**src/logic/tank_cfg.svh**
```systemverilog
`ifndef TANK_CFG_SVH
`define TANK_CFG_SVH

// --------------------------------------------------
// playfield and tank geometry
// --------------------------------------------------
`define FIELD_W        640   // pixels
`define FIELD_H        480
`define TANK_SIZE      32    // square tank box

// start positions, top left corner of the box
`define TANK0_X0       200
`define TANK0_Y0       200
`define TANK1_X0       400
`define TANK1_Y0       400

// --------------------------------------------------
// shots
// --------------------------------------------------
`define SLOT_NUM       8     // shared bullet slots
`define FIRE_PERIOD    16    // frames, power of two
`define TURRET_STEP    7     // angle accumulator width, top 3 bits = direction

`endif

```
**src/logic/tank_pkg.sv**
```systemverilog
package tank_pkg;

	typedef logic [9:0] coord_t;  // pixel coordinate
	typedef logic [2:0] dir_t;    // 0 up, counter-clockwise in 45 deg steps

	// move key byte
	localparam logic [7:0] MOVE_LEFT  = 8'd1;
	localparam logic [7:0] MOVE_DOWN  = 8'd2;
	localparam logic [7:0] MOVE_UP    = 8'd3;
	localparam logic [7:0] MOVE_RIGHT = 8'd4;

	// turret key byte
	localparam logic [7:0] TURRET_UP   = 8'd1;
	localparam logic [7:0] TURRET_DOWN = 8'd2;
	localparam logic [7:0] TURRET_FIRE = 8'd3;

	typedef struct packed {
		logic [7:0] move_key;
		logic [7:0] turret_key;
	} tank_keys_t;

	typedef struct packed {
		coord_t x;
		coord_t y;
		dir_t   base_dir;
	} tank_state_t;

	typedef struct packed {
		coord_t x;    // spawn point, just outside the tank box
		coord_t y;
		dir_t   dir;
	} shot_req_t;

endpackage

```
**src/logic/shot_pkg.sv**
```systemverilog
`include "tank_cfg.svh"

package shot_pkg;
	import tank_pkg::*;

	// --------------------------------------------------
	// direction codes, shared by turret and bullets
	// --------------------------------------------------
	localparam dir_t DIR_UP    = 3'd0;
	localparam dir_t DIR_UL    = 3'd1;  // up left
	localparam dir_t DIR_LEFT  = 3'd2;
	localparam dir_t DIR_DL    = 3'd3;  // down left
	localparam dir_t DIR_DOWN  = 3'd4;
	localparam dir_t DIR_DR    = 3'd5;  // down right
	localparam dir_t DIR_RIGHT = 3'd6;
	localparam dir_t DIR_UR    = 3'd7;  // up right

	typedef logic [$clog2(`SLOT_NUM)-1:0] slot_idx_t;

	// one slot of the shared pool
	typedef struct packed {
		logic   live;
		dir_t   dir;
		coord_t x;
		coord_t y;
	} bullet_t;

endpackage

```
**src/logic/bullet_pool.sv**
```systemverilog
`timescale 1ns/1ps
`include "tank_cfg.svh"

module bullet_pool import tank_pkg::*; import shot_pkg::*; (
	input  logic        Reset,
	input  logic        frame_clk,
	input  logic        spawn_valid,
	input  shot_req_t   spawn,
	output logic        spawn_ready,
	input  tank_state_t tank0,
	input  tank_state_t tank1,
	output bullet_t     bullets [`SLOT_NUM],
	output logic [1:0]  hit,
	output logic [3:0]  live_count
);

	logic [`SLOT_NUM-1:0] live_q;
	logic [`SLOT_NUM-1:0] take_v;   // slot receives the new shot
	logic [`SLOT_NUM-1:0] gone_v;   // next step leaves the field
	logic [`SLOT_NUM-1:0] hit0_v;
	logic [`SLOT_NUM-1:0] hit1_v;
	shot_req_t            pos_q [`SLOT_NUM];
	shot_req_t            pos_d [`SLOT_NUM];
	slot_idx_t            free_idx;
	logic                 spawn_fire;

	function automatic logic in_box(logic [10:0] px, logic [10:0] py, tank_state_t t);
		logic [10:0] tx;
		logic [10:0] ty;
		tx = {1'b0, t.x};
		ty = {1'b0, t.y};
		return px >= tx && px < tx + 11'(`TANK_SIZE) &&
			py >= ty && py < ty + 11'(`TANK_SIZE);
	endfunction

	assign spawn_ready = ~&live_q;
	assign spawn_fire  = spawn_valid && spawn_ready;

	// lowest dead slot
	always_comb begin
		free_idx = '0;
		for (int i = `SLOT_NUM - 1; i >= 0; i--) begin
			if (!live_q[i]) free_idx = slot_idx_t'(i);
		end
	end

	// --------------------------------------------------
	// per slot step, edge and box tests
	// --------------------------------------------------
	for (genvar i = 0; i < `SLOT_NUM; i++) begin : g_slot
		logic [10:0] nx;  // one bit wider so -1 lands off field
		logic [10:0] ny;

		always_comb begin
			case (pos_q[i].dir)
				DIR_UL, DIR_LEFT, DIR_DL:  nx = {1'b0, pos_q[i].x} - 11'd1;
				DIR_DR, DIR_RIGHT, DIR_UR: nx = {1'b0, pos_q[i].x} + 11'd1;
				default:                   nx = {1'b0, pos_q[i].x};
			endcase
			case (pos_q[i].dir)
				DIR_UR, DIR_UP, DIR_UL:   ny = {1'b0, pos_q[i].y} - 11'd1;
				DIR_DL, DIR_DOWN, DIR_DR: ny = {1'b0, pos_q[i].y} + 11'd1;
				default:                  ny = {1'b0, pos_q[i].y};
			endcase
		end

		assign pos_d[i]  = '{x: nx[9:0], y: ny[9:0], dir: pos_q[i].dir};
		assign take_v[i] = spawn_fire && free_idx == slot_idx_t'(i);
		assign gone_v[i] = nx >= 11'(`FIELD_W) || ny >= 11'(`FIELD_H);
		assign hit0_v[i] = live_q[i] && in_box(nx, ny, tank0);
		assign hit1_v[i] = live_q[i] && in_box(nx, ny, tank1);

		assign bullets[i] = '{live: live_q[i], dir: pos_q[i].dir, x: pos_q[i].x, y: pos_q[i].y};
	end

	always_comb begin
		live_count = '0;
		for (int i = 0; i < `SLOT_NUM; i++) begin
			live_count = live_count + {3'b000, live_q[i]};
		end
	end

	always_ff @(posedge Reset or posedge frame_clk) begin
		if (frame_clk) begin
			live_q <= '0;
			hit    <= '0;
		end else begin
			for (int i = 0; i < `SLOT_NUM; i++) begin
				if (take_v[i]) live_q[i] <= 1'b1;
				else if (gone_v[i] || hit0_v[i] || hit1_v[i]) live_q[i] <= 1'b0;
			end
			hit <= {|hit1_v, |hit0_v};  // one frame pulse
		end
	end

	// positions step every frame and dead slots just drift
	always_ff @(posedge Reset) begin
		for (int i = 0; i < `SLOT_NUM; i++) begin
			pos_q[i] <= take_v[i] ? spawn : pos_d[i];
		end
	end

	// at most one spawn lands per frame
	a_count_step: assert property (@(posedge Reset) disable iff (frame_clk)
		live_count <= $past(live_count) + 4'd1);

endmodule

```
**src/logic/shot_arbiter.sv**
```systemverilog
`timescale 1ns/1ps

module shot_arbiter import tank_pkg::*; (
	input  logic       Reset,
	input  logic       frame_clk,
	input  logic [1:0] req_valid,
	input  shot_req_t  req [2],
	output logic [1:0] req_ready,
	output logic       pool_valid,
	output shot_req_t  pool_shot,
	input  logic       pool_ready
);

	logic prio_q;  // tank that wins a tie
	logic pick;    // tank currently offered to the pool

	// a lone request wins outright and a tie goes to prio_q
	assign pick = (req_valid[0] && req_valid[1]) ? prio_q : req_valid[1];

	assign pool_valid = |req_valid;
	assign pool_shot  = req[pick];

	// ready reaches only the picked tank while the other one holds
	assign req_ready[0] = pool_ready && !pick;
	assign req_ready[1] = pool_ready && pick;

	// --------------------------------------------------
	// round robin with the winner dropping to low priority
	// --------------------------------------------------
	always_ff @(posedge Reset or posedge frame_clk) begin
		if (frame_clk) begin
			prio_q <= 1'b0;
		end else if (pool_valid && pool_ready) begin
			prio_q <= !pick;
		end
	end

	// the tank that waited through a tie is served next
	a_loser_next: assert property (@(posedge Reset) disable iff (frame_clk)
		req_valid == 2'b11 && pool_ready |=> pick != $past(pick));

endmodule

```
**src/logic/tank_arena_top.sv**
```systemverilog
`timescale 1ns/1ps
`include "tank_cfg.svh"

module tank_arena_top import tank_pkg::*; import shot_pkg::*; (
	input  logic        Reset,
	input  logic        frame_clk,
	input  tank_keys_t  keys0,
	input  tank_keys_t  keys1,
	output tank_state_t tank0,
	output tank_state_t tank1,
	output bullet_t     bullets [`SLOT_NUM],
	output logic [1:0]  hit,
	output logic [3:0]  live_count
);

	logic [1:0] shot_valid;
	logic [1:0] shot_ready;
	shot_req_t  shots [2];
	logic       pool_valid;
	logic       pool_ready;
	shot_req_t  pool_shot;

	// --------------------------------------------------
	// two peer tanks sharing one bullet pool
	// --------------------------------------------------
	tank_motion #(.start_x(10'(`TANK0_X0)), .start_y(10'(`TANK0_Y0))) u_tank0 (
		.Reset(Reset), .frame_clk(frame_clk), .keys(keys0), .state(tank0),
		.shot_valid(shot_valid[0]), .shot(shots[0]), .shot_ready(shot_ready[0])
	);

	tank_motion #(.start_x(10'(`TANK1_X0)), .start_y(10'(`TANK1_Y0))) u_tank1 (
		.Reset(Reset), .frame_clk(frame_clk), .keys(keys1), .state(tank1),
		.shot_valid(shot_valid[1]), .shot(shots[1]), .shot_ready(shot_ready[1])
	);

	shot_arbiter u_arb (
		.Reset(Reset), .frame_clk(frame_clk),
		.req_valid(shot_valid), .req(shots), .req_ready(shot_ready),
		.pool_valid(pool_valid), .pool_shot(pool_shot), .pool_ready(pool_ready)
	);

	bullet_pool u_pool (
		.Reset(Reset), .frame_clk(frame_clk),
		.spawn_valid(pool_valid), .spawn(pool_shot), .spawn_ready(pool_ready),
		.tank0(tank0), .tank1(tank1),
		.bullets(bullets), .hit(hit), .live_count(live_count)
	);

endmodule

```
**src/logic/tank_motion.sv**
```systemverilog
`timescale 1ns/1ps
`include "tank_cfg.svh"

module tank_motion import tank_pkg::*; import shot_pkg::*; #(
	parameter coord_t start_x = 10'd0,
	parameter coord_t start_y = 10'd0
) (
	input  logic        Reset,
	input  logic        frame_clk,
	input  tank_keys_t  keys,
	output tank_state_t state,
	output logic        shot_valid,
	output shot_req_t   shot,
	input  logic        shot_ready
);

	logic [`TURRET_STEP-1:0]         angle_q;  // slow turret rotation
	logic [$clog2(`FIRE_PERIOD)-1:0] cool_q;   // free running cooldown
	logic                            armed_q;
	logic                            fire_key;
	logic                            form;
	dir_t                            turret_dir;
	tank_state_t                     next;
	shot_req_t                       spawn;

	assign turret_dir = angle_q[`TURRET_STEP-1 -: 3];
	assign fire_key   = keys.turret_key == TURRET_FIRE;
	// new request only at a cooldown wrap and never on top of a pending one
	assign form       = !shot_valid && cool_q == '0 && (armed_q || fire_key);

	// --------------------------------------------------
	// base movement, box clamped to the field
	// --------------------------------------------------
	always_comb begin
		next = state;
		case (keys.move_key)
			MOVE_LEFT: begin
				if (state.x != '0) next.x = state.x - 10'd1;
				next.base_dir = DIR_LEFT;
			end
			MOVE_DOWN: begin
				if (state.y < 10'(`FIELD_H - `TANK_SIZE)) next.y = state.y + 10'd1;
				next.base_dir = DIR_DOWN;
			end
			MOVE_UP: begin
				if (state.y != '0) next.y = state.y - 10'd1;
				next.base_dir = DIR_UP;
			end
			MOVE_RIGHT: begin
				if (state.x < 10'(`FIELD_W - `TANK_SIZE)) next.x = state.x + 10'd1;
				next.base_dir = DIR_RIGHT;
			end
			default: ;
		endcase
	end

	// spawn point on the turret side of the box
	always_comb begin
		spawn.dir = turret_dir;
		case (turret_dir)
			DIR_UL, DIR_LEFT, DIR_DL: spawn.x = state.x - 10'd1;
			DIR_UP, DIR_DOWN:         spawn.x = state.x + 10'(`TANK_SIZE / 2);
			default:                  spawn.x = state.x + 10'(`TANK_SIZE);
		endcase
		case (turret_dir)
			DIR_UR, DIR_UP, DIR_UL: spawn.y = state.y - 10'd1;
			DIR_LEFT, DIR_RIGHT:    spawn.y = state.y + 10'(`TANK_SIZE / 2);
			default:                spawn.y = state.y + 10'(`TANK_SIZE);
		endcase
	end

	always_ff @(posedge Reset or posedge frame_clk) begin
		if (frame_clk) begin
			state      <= '{x: start_x, y: start_y, base_dir: DIR_UP};
			angle_q    <= '0;
			cool_q     <= '0;
			armed_q    <= 1'b0;
			shot_valid <= 1'b0;
		end else begin
			state  <= next;
			cool_q <= cool_q + 1'b1;  // wraps every FIRE_PERIOD frames
			case (keys.turret_key)
				TURRET_UP:   angle_q <= angle_q + 1'b1;
				TURRET_DOWN: angle_q <= angle_q - 1'b1;
				default: ;
			endcase
			if (form) armed_q <= 1'b0;
			else if (fire_key) armed_q <= 1'b1;
			if (shot_valid && shot_ready) shot_valid <= 1'b0;
			else if (form) shot_valid <= 1'b1;
		end
	end

	// request payload, held until accepted
	always_ff @(posedge Reset) begin
		if (form) shot <= spawn;
	end

	a_shot_held: assert property (@(posedge Reset) disable iff (frame_clk)
		shot_valid && !shot_ready |=> shot_valid && $stable(shot));

endmodule

```
**config.mk**
```make
export PLATFORM = sky130hd
export DESIGN_NAME = tank_arena_top
export DESIGN_NICKNAME = d
export VERILOG_FILES = /design/src/logic/tank_pkg.sv /design/src/logic/shot_pkg.sv /design/src/logic/bullet_pool.sv /design/src/logic/shot_arbiter.sv /design/src/logic/tank_arena_top.sv /design/src/logic/tank_motion.sv
export VERILOG_INCLUDE_DIRS = /design/src /design/src/logic
export SDC_FILE = /design/constraint.sdc
export NUM_CORES = 2
export LEC_CHECK = 0
export BUFFER_PORTS_ARGS = -buffer_cell sky130_fd_sc_hd__buf_2
export CAP_MARGIN = 15
export CORE_AREA = 2 2 380 232
export DETAILED_ROUTE_END_ITERATION = 8
export DIE_AREA = 0 0 382 234
export GPL_TIMING_DRIVEN = 0
export PLACE_DENSITY = 0.6
export SYNTH_ARGS = -nofsm -noshare
export SYNTH_HDL_FRONTEND = slang
export SYNTH_SLANG_ARGS = --single-unit
```
**constraint.sdc**
```tcl
create_clock -name Reset -period 5.41 [get_ports Reset]
set_input_delay 1.082 -clock Reset [delete_from_list [all_inputs] [get_ports Reset]]
set_output_delay 1.082 -clock Reset [all_outputs]
set_load 0.005 [all_outputs]
```
# [Yosys cells after proc, flatten, opt, wreduce, memory -nomap -nowiden]
# Memories as Yosys holds them, arrays and structs flattened.
# Index checks and enable logic that the tools add are counted.
[classes] addsub=65 multipliers=0 n_div=0 magnitude_cmp=85 n_eq_ne=97 shift=0 mux=80 bitwise_logic=1 n_reduce_logical=197
[ops] operator="$ge A11 B10 Y1" count=32
[ops] operator="$lt A11 B11 Y1" count=32
[ops] operator="$pmux W11 S2" count=16
[ops] operator="$mux W23" count=11
[ops] operator="$add A10 B1 Y11 const B" count=16
[ops] operator="$sub A10 B1 Y11 const B" count=16
[ops] operator="$pmux W10 S2" count=8
[ops] operator="$eq A3 B3 Y1 const B" count=42
[ops] operator="$reduce_or A3 Y1" count=36
[ops] operator="$ge A11 B10 Y1 const B" count=8
[ops] operator="$ge A11 B9 Y1 const B" count=8
[ops] operator="$logic_and A1 B1 Y1" count=82
[ops] operator="$mux W10" count=8
[ops] operator="$eq A3 B2 Y1 const B" count=22
[ops] operator="$eq A8 B2 Y1 const B" count=8
[ops] operator="$add A10 B6 Y11 const B" count=4
[ops] operator="$add A10 B1 Y10 const B" count=4
[ops] operator="$add A10 B5 Y10 const B" count=4
[ops] operator="$add A10 B6 Y10 const B" count=4
[ops] operator="$reduce_bool A10 Y1" count=4
[ops] operator="$sub A10 B1 Y10 const B" count=4
[ops] operator="$reduce_bool A2 Y1" count=18
[ops] operator="$eq A3 B1 Y1 const B" count=11
[ops] operator="$logic_not A3 Y1" count=11
[ops] operator="24 further kinds" count=116
[totals] register_bits=129 latch_bits=0 ramBits=184 romBits=0 n_memories=1
[mem_list] memory="u_pool.pos_q" words=8 word_bits=23 rd=8 rd_ports_with_merged_regs=0 wr=8 line_no="bullet_pool.sv:22" text="shot_req_t pos_q [`SLOT_NUM];"

# [Longest topological paths before layout]
# An unclocked memory read counts as a cell.
[logic_depth] word_depth=13 mapped_depth=22 mapped_depth_nobuf=20

# [By module]
# A second synthesis with hierarchy kept.
[hier_totals] hier_cells=3974 hier_area_um2=33226.9
[modules_own_cells] mod="bullet_pool" instances=1 cells_each=3206 area_each_um2=25808.5 seq_area_each_um2=4174.0
[modules_own_cells] mod="tank_motion (u_tank1)" instances=1 cells_each=369 area_each_um2=3529.6 seq_area_each_um2=1574.0
[modules_own_cells] mod="tank_motion (u_tank0)" instances=1 cells_each=365 area_each_um2=3519.6 seq_area_each_um2=1574.0
[modules_own_cells] mod="shot_arbiter" instances=1 cells_each=34 area_each_um2=369.1 seq_area_each_um2=25.0

# [Worst setup path after synthesis]
# No wires, ideal clock.
[synth_timing] path_kind="reg2reg" startpoint="mem u_pool.pos_q[0][25] in the netlist's numbering" endpoint="reg u_pool.hit[1]" setup_ns=0.138 arrival_ns=4.884 required_ns=5.272 path_slack_ns=0.387 path_stages_with_launch=19 path_buffers=2 path_cell_list="edfxtp_1 clkbuf_1 clkbuf_1 nor2b_1 mux2i_1 ha_1 and3_1 a2111oi_0 o21ai_0 a21oi_1 xnor2_1 mux2i_1 inv_1 ha_1 a21o_1 a211o_1 o221ai_1 o211ai_1 or4_1"
[synth_lines] element="from (decl)" line_no="bullet_pool.sv:22"
[synth_lines] element="to (signal assigned)" line_no="bullet_pool.sv:92" text="hit <= {|hit1_v, |hit0_v};"
[synth_lines] element="to (decl)" line_no="bullet_pool.sv:13" text="output logic [1:0] hit,"

==> results.md <==
* Critical Setup Path Class: flip-flop to flip-flop
* Signed area change from the synthesized netlist to the final layout at 15.34%
* Number of distinct library cell variants in the gate-level netlist after synthesis at 88
* Main synth FF type: sky130_fd_sc_hd__dfxtp_1
* Count of filler cells inserted in the layout at 8561
* Critical path peak fanout at 10
* Result of the run: finished clean
* Startpoint type of the worst setup path: flip-flop
* GR Util All Layers at 29.84%
* TritonCTS clock tree: done
* Final Skew at 0.03147 ns
* Initial Util at around two fifths
* Sw frac at 44.16%
* Portion of the clock cycle consumed by the worst path in the final layout at 96.59%
* Final Net Count at 5024
* Arrival @ worst endpoint at 5.67 ns
* Portion of the post-synthesis area used by sequential elements at 22.13%
* Number of violations reported at the end of detailed-routing iteration 0 at 3877
* Mapped cell area at about 0.033 mm2
* Placeable Area at 0.08629 mm2
* WL final at 137.3 mm
* Max-slew violation count at 0
* Largest buffer count on any clock path at 3
* Net Switching at 5.083 mW
* Endpoint kind of the worst setup timing path: flip-flop
* DR vias/cell at 5.940
* Share of total power in sequential cells at 26.7%
* Standard-cell rows at 84
* Antenna Violating Nets Remaining at 0
* Maximum number of pins on one net before global-route repair at 53
* Achievable clock frequency at 0.1914 GHz
* Slew at the pin with the worst max-slew slack at 1.258 ns
* Clock latency on the worst-skew pair at 0.60 ns
* Total number of clock tree sinks at 311
* Maximum level of the CTS H-tree at 2
* Master cell of the clock root buffer: sky130_fd_sc_hd__clkbuf_16
* Internal Pwr Total at 6.428 mW
* Required time worst endpoint at between 5 and 6 ns
* Die height at 234 um
* RD Place Congestion at just under 1
* Area leader, netlist: sky130_fd_sc_hd__ha_1
* Library cell with the highest instance count after synthesis: sky130_fd_sc_hd__ha_1
* Fraction of synthesized cell area taken by the top area cell type at 25.28%
* Routed via count at 32660
* Setup violators final at 0
* DRC Markers at 0
* Ys Warns at 0
* CTS buffer count at 38
* Final critical delay including setup and external delays at 5.225 ns
* Power density over cell area at 300.6 mW/mm2
* Min Hold Slack at 0.4565 ns
* Detail Placement HPWL at 106.3 mm
* Slew HR at 15.95%
* Async S/R FF share, synth at a little over a quarter
* Die area at 0.08939 mm2
* Antenna violations before repair at 2
* Commonest cells post-synth: 671 x sky130_fd_sc_hd__ha_1, 382 x sky130_fd_sc_hd__a21oi_1, 365 x sky130_fd_sc_hd__nor2_1
* Wire length of the first global-routing pass at 199.7 mm
* Number of enable-type register cells in the synthesized netlist at 70
* Static Leakage at 17.10 nW
* Clk pwr share at 23.2%
* Vias in the first global route at 29640
* Register clock-pin slew on the reported worst setup and hold paths at 0.06 ns
* First-pass DRT Iterations at 9
* Largest cells by area after synthesis: sky130_fd_sc_hd__ha_1 25%, sky130_fd_sc_hd__dfxtp_1 9.6%, sky130_fd_sc_hd__edfxtp_1 6.3%, sky130_fd_sc_hd__a21oi_1 5.8%, sky130_fd_sc_hd__dfrtp_1 5.2%
* I/O Pins at about 280
* Average cell area after synthesis at 8.432 um2
* Die Wd at 382 um
* Type of the worst min-delay path: flip-flop to flip-flop
* Largest voltage drop on the vdd net at ~0.22 mV
* Port Buffer Count at 274
* # Max-Cap Violations at 0
* Gr ovfl total at 0
* Fraction of layout cells with a size suffix above 1 at 12.64%
* Part of the total power dissipated in combinational logic at around 50%
* Average wire length per cell after detail routing at 24.97 um
* Gate Count Post-Synth at 3938
* RSZ-0062 raised after global routing: yes
* Final hold vios at 0
* Flop and latch count out of synthesis at 311
* Sum of negative setup slack at 0 ns
## what timing repair did
item,CTS,global route
gates resized for setup,46,42
buffers inserted,8,14
gates cloned,1,0
setup endpoints to repair,10,10
hold buffers,0,0
pin swaps,0,2
## stage by stage
stage	std cells	util (%)	setup WS (ns)	power, mW	area [um2]
after CTS	5483	44.04	0.0004485	11.27	38000
after global placement	5374	41.76	-1.459	8.313	36030
final	5498	44.38	0.1847	11.51	38300
after global routing	5496	44.38	-0.03867	12.30	38290
after detailed placement	5410	42.40	-0.8395	8.502	36590
after floorplan	3939	-	0.3873	6.587	33210
## state kept, by name, summed over array words and instances, names as in the netlist
name	cells
u_tank0.shot	23
u_pool.hit	2
u_pool.live_q	8
u_tank1.cool_q	4
u_tank1.shot_valid	1
u_tank1.angle_q	7
u_pool.pos_q	184
u_tank1.armed_q	1
u_arb.prio_q	1
u_tank1.state	22
u_tank1.shot	23
u_tank0.cool_q	4
u_tank0.angle_q	7
u_tank0.shot_valid	1
u_tank0.armed_q	1
u_tank0.state	22
## critical path, stage by stage, from the launching register on
cell,delay (ns)
sky130_fd_sc_hd__edfxtp_1,0.36
sky130_fd_sc_hd__clkbuf_2,0.30
sky130_fd_sc_hd__buf_2,0.33
sky130_fd_sc_hd__mux2_2,0.53
sky130_fd_sc_hd__ha_1,0.35
sky130_fd_sc_hd__a211oi_1,0.26
sky130_fd_sc_hd__o21ai_0,0.18
sky130_fd_sc_hd__a21o_1,0.18
sky130_fd_sc_hd__a21oi_1,0.17
sky130_fd_sc_hd__xor2_1,0.27
sky130_fd_sc_hd__o21ai_2,0.19
sky130_fd_sc_hd__ha_1,0.25
sky130_fd_sc_hd__a2111oi_0,0.35
sky130_fd_sc_hd__o21ai_0,0.19
sky130_fd_sc_hd__a221o_1,0.38
sky130_fd_sc_hd__o21a_1,0.20
sky130_fd_sc_hd__or4_1,0.57
## area by class of cell
class,count,area [um2],area share [%]
flip-flops and latches,311,7348,19.19
clock buffers,48,1018,2.659
repair buffers,334,1959,5.116
clock inverters,22,222.7,0.5815
diodes,2,5.005,0.01307
plain buffers,111,454.2,1.186
well taps,1161,1453,3.793
multi-input cells,3358,25260,65.96
inverters,150,569.3,1.486
repair inverters,1,5.005,0.01307
## cells in the final DEF, fill, tap and decap left out, types with 15 or more instances in the layout
master / synthesis / routed
sky130_fd_sc_hd__or2_2: 16 / 16
sky130_fd_sc_hd__nor2b_1: 53 / 51
sky130_fd_sc_hd__or3_1: 26 / 26
sky130_fd_sc_hd__o2111ai_1: 15 / 15
sky130_fd_sc_hd__nor4_1: 27 / 27
sky130_fd_sc_hd__inv_1: 146 / 142
sky130_fd_sc_hd__a31oi_1: 39 / 38
sky130_fd_sc_hd__nor2_1: 365 / 365
sky130_fd_sc_hd__buf_6: 1 / 19
sky130_fd_sc_hd__o31ai_1: 25 / 22
sky130_fd_sc_hd__mux2i_1: 86 / 61
sky130_fd_sc_hd__mux2_2: 21 / 20
sky130_fd_sc_hd__xnor2_1: 162 / 152
sky130_fd_sc_hd__nor3_1: 91 / 89
sky130_fd_sc_hd__buf_2: 2 / 280
sky130_fd_sc_hd__o21bai_1: 23 / 22
sky130_fd_sc_hd__nand2_1: 262 / 262
sky130_fd_sc_hd__and3_1: 25 / 25
sky130_fd_sc_hd__a21oi_1: 382 / 378
sky130_fd_sc_hd__mux2i_2: 0 / 23
sky130_fd_sc_hd__or4_1: 28 / 28
sky130_fd_sc_hd__a21o_1: 84 / 84
sky130_fd_sc_hd__o211ai_1: 42 / 42
sky130_fd_sc_hd__dfxtp_1: 160 / 160
sky130_fd_sc_hd__o21a_1: 58 / 58
sky130_fd_sc_hd__clkbuf_16: 0 / 38
sky130_fd_sc_hd__edfxtp_1: 70 / 70
sky130_fd_sc_hd__xor2_1: 86 / 85
sky130_fd_sc_hd__o21ai_0: 241 / 224
sky130_fd_sc_hd__ha_1: 671 / 670
sky130_fd_sc_hd__nand3_1: 98 / 98
sky130_fd_sc_hd__and2_1: 18 / 18
sky130_fd_sc_hd__nand4_1: 59 / 59
sky130_fd_sc_hd__clkbuf_1: 105 / 98
sky130_fd_sc_hd__a211oi_1: 64 / 60
sky130_fd_sc_hd__nand2b_1: 58 / 58
sky130_fd_sc_hd__dfrtp_1: 69 / 68
sky130_fd_sc_hd__buf_4: 5 / 32
sky130_fd_sc_hd__a211o_1: 16 / 16
## path summary, 6_finish.rpt
| kind | startpoint | end | slack (ns) | cells past startpoint |
|---|---|---|---|---|
| worst max register to register | u_pool.pos_q[2][2] | u_pool.hit[1] | 0.18 | 16 |
| max in group asynchronous | frame_clk | u_tank0.state[9] | 4.18 | 3 |
| worst min-delay path | u_tank0.angle_q[6] | u_tank0.shot[2] | 0.46 | 0 |
| worst min register to register | u_tank0.angle_q[6] | u_tank0.shot[2] | 0.46 | 0 |
| worst max-delay path | u_pool.pos_q[2][2] | u_pool.hit[1] | 0.18 | 16 |
| min in group asynchronous | frame_clk | u_tank1.state[14] | 0.50 | 2 |
## cell families (layout without fill, tap and decap cells)
group,count (synthesis),after routing,share of synthesized area (%)
AND/OR/NAND/NOR,1180,1180,17.27
AO/OA/AOI/OAI,1136,1136,21.47
adder cells (fa/ha/maj),685,685,26.13
flip-flops,311,311,22.13
buffers and inverters,270,666,3.143
XOR/XNOR,248,248,6.542
multiplexers,107,107,3.305
other,1,4,0.01129
## metal layers
layer | vias to the layer above | global-route usage, % | share of wire [%]
li1 | 15420 | - | -
met1 | 15410 | 45.07 | 47
met2 | 1652 | 39.03 | 37
met3 | 175 | 10.37 | 13
met4 | 4 | 7.948 | 2.6
met5 | - | 0 | 0.023
## power groups by stage
stage / clock network (mW) / logic (mW) / registers, mW
finish: 2.67 / 5.78 / 3.07
global route: 2.79 / 6.40 / 3.11
CTS: 2.70 / 5.51 / 3.06
detailed placement: 0 / 5.40 / 3.10
global placement: 0 / 5.21 / 3.10
floorplan: 0 / 3.61 / 2.98
Power figures use the tool's default switching activity.
